--- src/hw/core_defines.svh ---
// playback periods, start delay, section count and index table read geometry
`ifndef CORE_DEFINES_SVH
`define CORE_DEFINES_SVH

// system clocks per game-update tick
`define CORE_UPDATE_PERIOD 10

// system clocks per audio-sample tick
`define CORE_AUDIO_PERIOD 4

// audio ticks held back before the first song sample request
`define CORE_PLAY_DELAY 6

// difficulty sections in the beatmap index table
`define CORE_SECTION_COUNT 4

// cycles per table read
// slot 0 drives the address, the last slot captures the data,
// so a read port has two cycles to answer
`define CORE_INDEX_READ_SLOTS 4

// on silicon the periods come from the system clock:
// update at 1 kHz, audio at 44.1 kHz, delay of 1.5 s of samples.
// the values above are kept short so a simulation reaches playback
// within a few hundred cycles

`endif

--- src/hw/core_pkg.sv ---
// core_pkg: width typedefs, sequencer state enum, section map and timing info structs
`include "core_defines.svh"

package core_pkg;

	// beatmap memory, address also used as section size
	typedef logic [12:0] beatmap_addr_t;
	typedef logic [23:0] beatmap_word_t;

	// timing memory, address also used as table size
	typedef logic [11:0] timing_addr_t;
	typedef logic [31:0] timing_word_t;

	typedef logic [19:0] song_length_t;
	typedef logic [7:0]  sample_t;

	// boot phases, each a one-cycle start state and a wait state
	typedef enum logic [2:0] {
		st_init,
		st_song_reset,
		st_w_song_reset,
		st_scan_index,
		st_w_scan_index,
		st_read_timing,
		st_w_read_timing,
		st_playing
	} core_state_t;

	// per-section size and first note address
	typedef struct packed {
		beatmap_addr_t [`CORE_SECTION_COUNT-1:0] size;
		beatmap_addr_t [`CORE_SECTION_COUNT-1:0] base;
	} section_map_t;

	// timing header contents
	typedef struct packed {
		timing_addr_t table_size;
		song_length_t song_length;
	} timing_info_t;

endpackage

--- src/hw/beatmap_index_scanner.sv ---
// beatmap_index_scanner: reads section size words and builds the section base map
`include "core_defines.svh"

module beatmap_index_scanner (
	input  logic                    CLK,
	input  logic                    RESET_L,

	input  logic                    scan_start,
	output logic                    scan_done,

	output core_pkg::beatmap_addr_t beatmap_addr,
	output logic                    beatmap_en,
	input  core_pkg::beatmap_word_t beatmap_data,

	output core_pkg::section_map_t  section_map
);

	localparam int SEC_W  = $clog2(`CORE_SECTION_COUNT);
	localparam int SLOT_W = $clog2(`CORE_INDEX_READ_SLOTS);

	localparam logic [SEC_W-1:0]  LAST_SEC  = SEC_W'(`CORE_SECTION_COUNT - 1);
	localparam logic [SLOT_W-1:0] LAST_SLOT = SLOT_W'(`CORE_INDEX_READ_SLOTS - 1);

	logic                    busy;
	logic [SEC_W-1:0]        sec;
	logic [SLOT_W-1:0]       slot;
	core_pkg::beatmap_addr_t next_addr; // where the next size word sits
	core_pkg::beatmap_addr_t data_size;

	// only the low bits of the word hold the size
	assign data_size = core_pkg::beatmap_addr_t'(beatmap_data);

	always_ff @(posedge CLK) begin
		if (!RESET_L) begin
			busy       <= 1'b0;
			sec        <= '0;
			slot       <= '0;
			beatmap_en <= 1'b0;
			scan_done  <= 1'b0;
		end else begin
			scan_done <= 1'b0;
			if (!busy) begin
				if (scan_start) begin // setup cycle
					busy <= 1'b1;
					sec  <= '0;
					slot <= '0;
				end
			end else begin
				slot <= (slot == LAST_SLOT) ? '0 : slot + 1'b1;
				if (slot == '0) begin
					beatmap_en <= 1'b1;
				end else if (slot == LAST_SLOT) begin
					beatmap_en <= 1'b0;
					if (sec == LAST_SEC) begin
						busy      <= 1'b0;
						sec       <= '0;
						scan_done <= 1'b1; // right after the last capture
					end else begin
						sec <= sec + 1'b1;
					end
				end
			end
		end
	end

	// address and map registers
	always_ff @(posedge CLK) begin
		if (!busy && scan_start) begin
			next_addr <= '0; // section 0 size word
		end
		if (busy && slot == '0) begin
			beatmap_addr <= next_addr;
		end
		if (busy && slot == LAST_SLOT) begin
			section_map.size[sec] <= data_size;
			section_map.base[sec] <= next_addr + 1'b1; // notes follow the size word
			next_addr             <= next_addr + data_size + 1'b1;
		end
	end

endmodule

--- src/hw/core_sequencer.sv ---
// core_sequencer: boot and playing FSM with start strobes and playing level
module core_sequencer (
	input  logic                 CLK,
	input  logic                 RESET_L,

	input  logic                 song_reset_done,
	input  logic                 scan_done,
	input  logic                 timing_done,

	output logic                 song_restart,
	output logic                 scan_start,
	output logic                 timing_start,
	output logic                 playing,

	output core_pkg::core_state_t state
);

	core_pkg::core_state_t next_state;

	always_ff @(posedge CLK) begin
		if (!RESET_L) begin
			state <= core_pkg::st_init;
		end else begin
			state <= next_state;
		end
	end

	always_comb begin
		next_state = state;
		case (state)
			core_pkg::st_init: begin
				next_state = core_pkg::st_song_reset;
			end
			core_pkg::st_song_reset: begin
				next_state = core_pkg::st_w_song_reset;
			end
			core_pkg::st_w_song_reset: begin
				if (song_reset_done) begin
					next_state = core_pkg::st_scan_index;
				end
			end
			core_pkg::st_scan_index: begin
				next_state = core_pkg::st_w_scan_index;
			end
			core_pkg::st_w_scan_index: begin
				if (scan_done) begin
					next_state = core_pkg::st_read_timing;
				end
			end
			core_pkg::st_read_timing: begin
				next_state = core_pkg::st_w_read_timing;
			end
			core_pkg::st_w_read_timing: begin
				if (timing_done) begin
					next_state = core_pkg::st_playing;
				end
			end
			core_pkg::st_playing: begin
				next_state = core_pkg::st_playing; // game runs until reset
			end
			default: begin
				next_state = core_pkg::st_init;
			end
		endcase
	end

	// one-cycle strobes, one per start state
	assign song_restart = (state == core_pkg::st_song_reset);
	assign scan_start   = (state == core_pkg::st_scan_index);
	assign timing_start = (state == core_pkg::st_read_timing);

	// level, stays up once reached
	assign playing = (state == core_pkg::st_playing);

endmodule

--- src/hw/core_top.sv ---
// core_top: sequencer, beatmap index scanner, timing header reader and playback clock
module core_top (
	input  logic                    CLK,
	input  logic                    RESET_L,

	input  logic                    song_reset_done,
	output logic                    song_restart,

	output core_pkg::beatmap_addr_t beatmap_addr,
	output logic                    beatmap_en,
	input  core_pkg::beatmap_word_t beatmap_data,

	output core_pkg::timing_addr_t  timing_addr,
	output logic                    timing_en,
	input  core_pkg::timing_word_t  timing_data,

	input  core_pkg::sample_t       song_data,
	input  logic                    song_data_ready,
	output logic                    song_request,
	output core_pkg::sample_t       audio_sample,
	output logic                    audio_en,
	output logic                    update_tick,

	output core_pkg::section_map_t  section_map,
	output core_pkg::timing_info_t  timing_info,
	output core_pkg::core_state_t   state
);

	logic scan_start;
	logic scan_done;
	logic timing_start;
	logic timing_done;

	core_sequencer u_sequencer (
		.CLK             (CLK),
		.RESET_L         (RESET_L),
		.song_reset_done (song_reset_done),
		.scan_done       (scan_done),
		.timing_done     (timing_done),
		.song_restart    (song_restart),
		.scan_start      (scan_start),
		.timing_start    (timing_start),
		.playing         (audio_en),
		.state           (state)
	);

	beatmap_index_scanner u_scanner (
		.CLK          (CLK),
		.RESET_L      (RESET_L),
		.scan_start   (scan_start),
		.scan_done    (scan_done),
		.beatmap_addr (beatmap_addr),
		.beatmap_en   (beatmap_en),
		.beatmap_data (beatmap_data),
		.section_map  (section_map)
	);

	timing_header_reader u_timing (
		.CLK          (CLK),
		.RESET_L      (RESET_L),
		.timing_start (timing_start),
		.timing_done  (timing_done),
		.timing_addr  (timing_addr),
		.timing_en    (timing_en),
		.timing_data  (timing_data),
		.timing_info  (timing_info)
	);

	playback_clock u_playback (
		.CLK             (CLK),
		.RESET_L         (RESET_L),
		.playing         (audio_en),
		.song_data       (song_data),
		.song_data_ready (song_data_ready),
		.update_tick     (update_tick),
		.song_request    (song_request),
		.audio_sample    (audio_sample)
	);

endmodule

--- src/hw/playback_clock.sv ---
// playback_clock: update and audio dividers, start delay, sample requests, sample latch
`include "core_defines.svh"

module playback_clock (
	input  logic              CLK,
	input  logic              RESET_L,

	input  logic              playing,

	input  core_pkg::sample_t song_data,
	input  logic              song_data_ready,

	output logic              update_tick,
	output logic              song_request,
	output core_pkg::sample_t audio_sample
);

	localparam int UPD_W = $clog2(`CORE_UPDATE_PERIOD);
	localparam int AUD_W = $clog2(`CORE_AUDIO_PERIOD);
	localparam int DLY_W = $clog2(`CORE_PLAY_DELAY + 1);

	localparam logic [UPD_W-1:0] UPD_LAST = UPD_W'(`CORE_UPDATE_PERIOD - 1);
	localparam logic [AUD_W-1:0] AUD_LAST = AUD_W'(`CORE_AUDIO_PERIOD - 1);
	localparam logic [DLY_W-1:0] DLY_FULL = DLY_W'(`CORE_PLAY_DELAY);

	logic [UPD_W-1:0] update_cnt;
	logic [AUD_W-1:0] audio_cnt;
	logic [DLY_W-1:0] delay_cnt;
	logic             audio_tick;

	assign update_tick = playing && (update_cnt == UPD_LAST);
	assign audio_tick  = playing && (audio_cnt == AUD_LAST);

	// both dividers run only in the playing state
	always_ff @(posedge CLK) begin
		if (!RESET_L) begin
			update_cnt <= '0;
			audio_cnt  <= '0;
		end else if (playing) begin
			update_cnt <= (update_cnt == UPD_LAST) ? '0 : update_cnt + 1'b1;
			audio_cnt  <= (audio_cnt == AUD_LAST) ? '0 : audio_cnt + 1'b1;
		end
	end

	always_ff @(posedge CLK) begin
		if (!RESET_L) begin
			delay_cnt    <= '0;
			song_request <= 1'b0;
		end else begin
			if (audio_tick && delay_cnt != DLY_FULL) begin
				delay_cnt <= delay_cnt + 1'b1; // saturates at full delay
			end
			song_request <= audio_tick && (delay_cnt == DLY_FULL);
		end
	end

	always_ff @(posedge CLK) begin
		if (!RESET_L) begin
			audio_sample <= '0;
		end else if (song_data_ready) begin
			audio_sample <= song_data;
		end
	end

endmodule

--- src/hw/timing_header_reader.sv ---
// timing_header_reader: reads the timing table size and song length words
`include "core_defines.svh"

module timing_header_reader (
	input  logic                   CLK,
	input  logic                   RESET_L,

	input  logic                   timing_start,
	output logic                   timing_done,

	output core_pkg::timing_addr_t timing_addr,
	output logic                   timing_en,
	input  core_pkg::timing_word_t timing_data,

	output core_pkg::timing_info_t timing_info
);

	localparam int SLOT_W = $clog2(`CORE_INDEX_READ_SLOTS);
	localparam logic [SLOT_W-1:0] LAST_SLOT = SLOT_W'(`CORE_INDEX_READ_SLOTS - 1);

	logic              busy;
	logic              word_idx; // 0 table size, 1 song length
	logic [SLOT_W-1:0] slot;

	always_ff @(posedge CLK) begin
		if (!RESET_L) begin
			busy        <= 1'b0;
			word_idx    <= 1'b0;
			slot        <= '0;
			timing_en   <= 1'b0;
			timing_done <= 1'b0;
		end else begin
			timing_done <= 1'b0;
			if (!busy) begin
				if (timing_start) begin
					busy     <= 1'b1;
					word_idx <= 1'b0;
					slot     <= '0;
				end
			end else begin
				slot <= (slot == LAST_SLOT) ? '0 : slot + 1'b1;
				if (slot == '0) begin
					timing_en <= 1'b1;
				end else if (slot == LAST_SLOT) begin
					timing_en <= 1'b0;
					word_idx  <= ~word_idx;
					if (word_idx) begin
						busy        <= 1'b0;
						timing_done <= 1'b1;
					end
				end
			end
		end
	end

	always_ff @(posedge CLK) begin
		if (busy && slot == '0) begin
			timing_addr <= core_pkg::timing_addr_t'(word_idx);
		end
		if (busy && slot == LAST_SLOT) begin
			if (word_idx) begin
				timing_info.song_length <= core_pkg::song_length_t'(timing_data);
			end else begin
				timing_info.table_size <= core_pkg::timing_addr_t'(timing_data);
			end
		end
	end

endmodule

--- config.mk ---
export PLATFORM = sky130hd
export DESIGN_NAME = core_top
export DESIGN_NICKNAME = d
export VERILOG_FILES = /design/src/hw/core_pkg.sv /design/src/hw/beatmap_index_scanner.sv /design/src/hw/core_sequencer.sv /design/src/hw/core_top.sv /design/src/hw/playback_clock.sv /design/src/hw/timing_header_reader.sv
export VERILOG_INCLUDE_DIRS = /design/src /design/src/hw
export SDC_FILE = /design/constraint.sdc
export NUM_CORES = 1
export LEC_CHECK = 0
export BUFFER_PORTS_ARGS = -buffer_cell sky130_fd_sc_hd__buf_2
export CELL_PAD_IN_SITES_DETAIL_PLACEMENT = 0
export CELL_PAD_IN_SITES_GLOBAL_PLACEMENT = 2
export CORE_ASPECT_RATIO = 1.2
export CORE_MARGIN = 4
export CORE_UTILIZATION = 31
export DETAILED_ROUTE_END_ITERATION = 7
export GPL_TIMING_DRIVEN = 0
export PLACE_DENSITY = 0.74
export SYNTH_ARGS = -nofsm -noshare
export SYNTH_HDL_FRONTEND = slang
export SYNTH_SLANG_ARGS = --single-unit
--- constraint.sdc ---
create_clock -name CLK -period 2.14 [get_ports CLK]
set_input_delay 0.107 -clock CLK [delete_from_list [all_inputs] [get_ports CLK]]
set_output_delay 0.107 -clock CLK [all_outputs]
set_load 0.005 [all_outputs]
==> results by group <==
Global route
  – Initial antenna violation count: 0
  – Vias in the first global route: roughly 4800
  – Total GRT Usage: 0.127
  – First-pass GRT wire length: 26.2 mm
  – Congestion Overflow GR: 0
  – Largest net degree at the start of global routing: 28

Route
  – Antenna-violating nets left: 0
  – Via count: between 4000 and 5000
  – 1st-iter DRT viols: 240
  – Routed WL: 17.3 mm
  – DR vias/cell: between 4 and 5
  – Routed WL per cell: approximately 16 um
  – DRT Pass-1 Iters: 4
  – # DRC: 0

Worst setup path
  – Crit-path max FO: 4
  – WP data arrival: 2.30 ns
  – Crit start category: register
  – WP data required: 2.31 ns
  – Critical path class: register to register
  – Crit. End Element: register

Clock tree
  – CTS Sinks: ~200
  – CTS Buf Count: 17
  – Level count of the clock H-tree: 4
  – CTS tree: built
  – CTS Root Cell: clkbuf_16
  – Clk buf depth: 2
  – Clock-pin slew on the worst setup and hold paths: 0.08 ns
  – Latest clock arrival within the worst-skew pair: approximately 0.43 ns

Synth
  – Top cell type's share of synthesized area: 0.652
  – Mean Syn Cell Area: ~16 um2
  – Synthesized cell area: roughly 7500 um2
  – Cell taking the most area after synthesis: edfxtp_1
  – Register bit count reported by yosys: between 150 and 200
  – Main synth FF type: edfxtp_1
  – Number of flops mapped to enable cells by yosys: between 150 and 200
  – Register area share after synthesis: 0.743
  – Async set-reset flop share out of synthesis: 0
  – YS warnings: 0
  – Top post-synthesis cells by area: edfxtp_1 65%, dfxtp_1 9.1%, ha_1 4.0%
  – Mapped Cells: roughly 480
  – Post-synthesis cell type count: 55

Die
  – Cell row count: 62
  – Initial Util: 0.314
  – Die Wd: ~150 um
  – Die H: 178 um
  – Core area: around 24000 um2
  – DIE AREA: roughly 27000 um2
  – I/O pins: ~250

Placement
  – Gpl congestion: between 0.7 and 0.8
  – Hpwl dp: roughly 12 mm
  – Port Buffers: between 200 and 250

Power
  – PD cells: between 800 and 900 nW/um2
  – Internal: about 6.3 mW
  – Leakage power: 3.99 nW
  – Register share of total power: 0.520
  – Switching power: about 1.9 mW
  – Max VDD drop: between 0.0005 and 0.0006 V
  – Design Power: 8.21 mW
  – Switching Fraction: 0.232
  – Combinational fraction of design power: 0.071
  – Clock share of power: 0.409

Finish
  – Commonest non-fill, non-tap cell in the layout: buf_2
  – Layout cells sized above 1: 0.370
  – Commonest non-fill, non-tap cells in the layout: 210 x buf_2, 163 x edfxtp_1, 42 x dlygate4sd3_1
  – Nets: about 860
  – Diodes inserted: 0
  – Area Growth Syn to Fin: 36.0%
  – Final Util: 0.427

Timing
  – Clock Skews: ~0.014 ns
  – Hold Fails Final Rpt: 0
  – Worst hold margin: about 0.089 ns
  – Final setup violating endpoints: 0
  – Max-slew violation count: 0
  – Min Tclk post-route: 2.13 ns
  – Top achievable clock speed: roughly 0.47 GHz
  – Final TNS setup: 0 ns
  – Rel. slew slack: 0.338
  – Tcrit/Tclk final: 0.998
  – Slew @ Worst Pin: 0.989 ns
  – Setup repair after global routing missed its margin: true

Outcome
  – Status: complete, no violations

Job
  – Maxcap violations: 0

Worst hold path
  – HP Class: primary input to register
-- worst max-delay path: stages, from the launching register on --
cell and delay [ns]:
edfxtp_1 0.41, inv_2 0.10, ha_4 0.14, fa_2 0.18, and2b_4 0.20, o31a_4 0.38
o31ai_4 0.24, or4_1 0.15, o311ai_1 0.07
-- cell usage after synthesis (12+ instances only) --
| cell type | number |
|---|---|
| nand2_1 | 20 |
| ha_1 | 24 |
| buf_4 | 12 |
| nor2_1 | 22 |
| mux2i_1 | 16 |
| and3_1 | 12 |
| and2_1 | 12 |
| edfxtp_1 | 163 |
| inv_1 | 17 |
| nor2b_1 | 26 |
| o21ai_0 | 13 |
| dfxtp_1 | 34 |
-- state kept, by name (all words and copies together), names as in the netlist, 2 cells and up --
name                     count
u_scanner.slot               2
u_sequencer.state            3
u_playback.audio_cnt         2
u_timing.slot                2
u_playback.update_cnt        4
u_timing.timing_info        32
u_playback.delay_cnt         3
u_scanner.sec                2
u_scanner.section_map      104
u_playback.audio_sample      8
u_scanner.next_addr         13
u_scanner.beatmap_addr      13
-- layer usage --
metal  GRT usage  part of all wire  vias up
met5           0                 0        -
met4      0.0381             0.014        0
met3      0.0274             0.051       19
met2       0.237              0.55      147
met1       0.143              0.39     2376
li1            -                 -     2352
-- metrics by stage --
stage,cells,setup slack (ns),area [um2]
3_3_place_gp,1019,-0.801,9010
6_report,1103,0.00516,10200
3_5_place_dp,1020,-0.204,9020
2_1_floorplan,489,0.0269,7560
5_1_grt,1103,-0.0847,10200
4_1_cts,1096,-0.00800,10100
-- logic make-up after synthesis --
family | after synthesis | synth area share
and+or+nand+nor | 129 | 0.0945
buffers and inverters | 37 | 0.0250
DFF | 197 | 0.743
muxes | 17 | 0.0228
adders and majority gates | 25 | 0.0427
other | 1 | 0.000500
xor gates and xnor gates | 15 | 0.0175
AOI/OAI and AO/OA | 58 | 0.0543
-- power by group through the flow --
| stage | combinational (mW) | clock, mW | sequential, mW |
|---|---|---|---|
| detailed placement | 0.482 | 0 | 4.36 |
| global placement | 0.466 | 0 | 4.36 |
| floorplan | 0.291 | 0 | 4.35 |
| finish | 0.579 | 3.36 | 4.27 |
| CTS | 0.564 | 3.45 | 4.28 |
| global route | 0.653 | 3.64 | 4.28 |
-- worst paths after layout --
path                                   startpoint                                     to  slack [ns]  cells after the start
min                               song_reset_done      u_sequencer.state[0]$_SDFFE_PN0P_        0.09                      4
min reg2reg  u_playback.delay_cnt[2]$_SDFFE_PN0P_     u_playback.song_request$_SDFF_PN0_        0.49                      2
max reg2reg  u_scanner.next_addr[0]$_SDFFCE_PN0P_  u_scanner.next_addr[12]$_SDFFCE_PN0P_       0.005                      8
max          u_scanner.next_addr[0]$_SDFFCE_PN0P_  u_scanner.next_addr[12]$_SDFFCE_PN0P_       0.005                      8
-- layout make-up --
class | instances | area (um2)
fill | 2269 | 13700
clock inverter | 15 | 205
clock buffer | 17 | 425
tap | 320 | 400
buffer | 20 | 125
sequential | 197 | 5580
inverter | 17 | 63.8
multi-input combinational | 255 | 1870
timing repair buffer | 262 | 1550
-- timing repair --
action | 4_1_cts | 5_1_grt
hold endpoints to repair | 93 | 4
pin swaps | 1 | 2
buffers inserted | 3 | 6
cloned | 0 | 0
hold buffers | 41 | 1
setup endpoints to repair | 14 | 14
resized for setup | 6 | 4
Note: power is estimated with default switching activity, not from simulation.
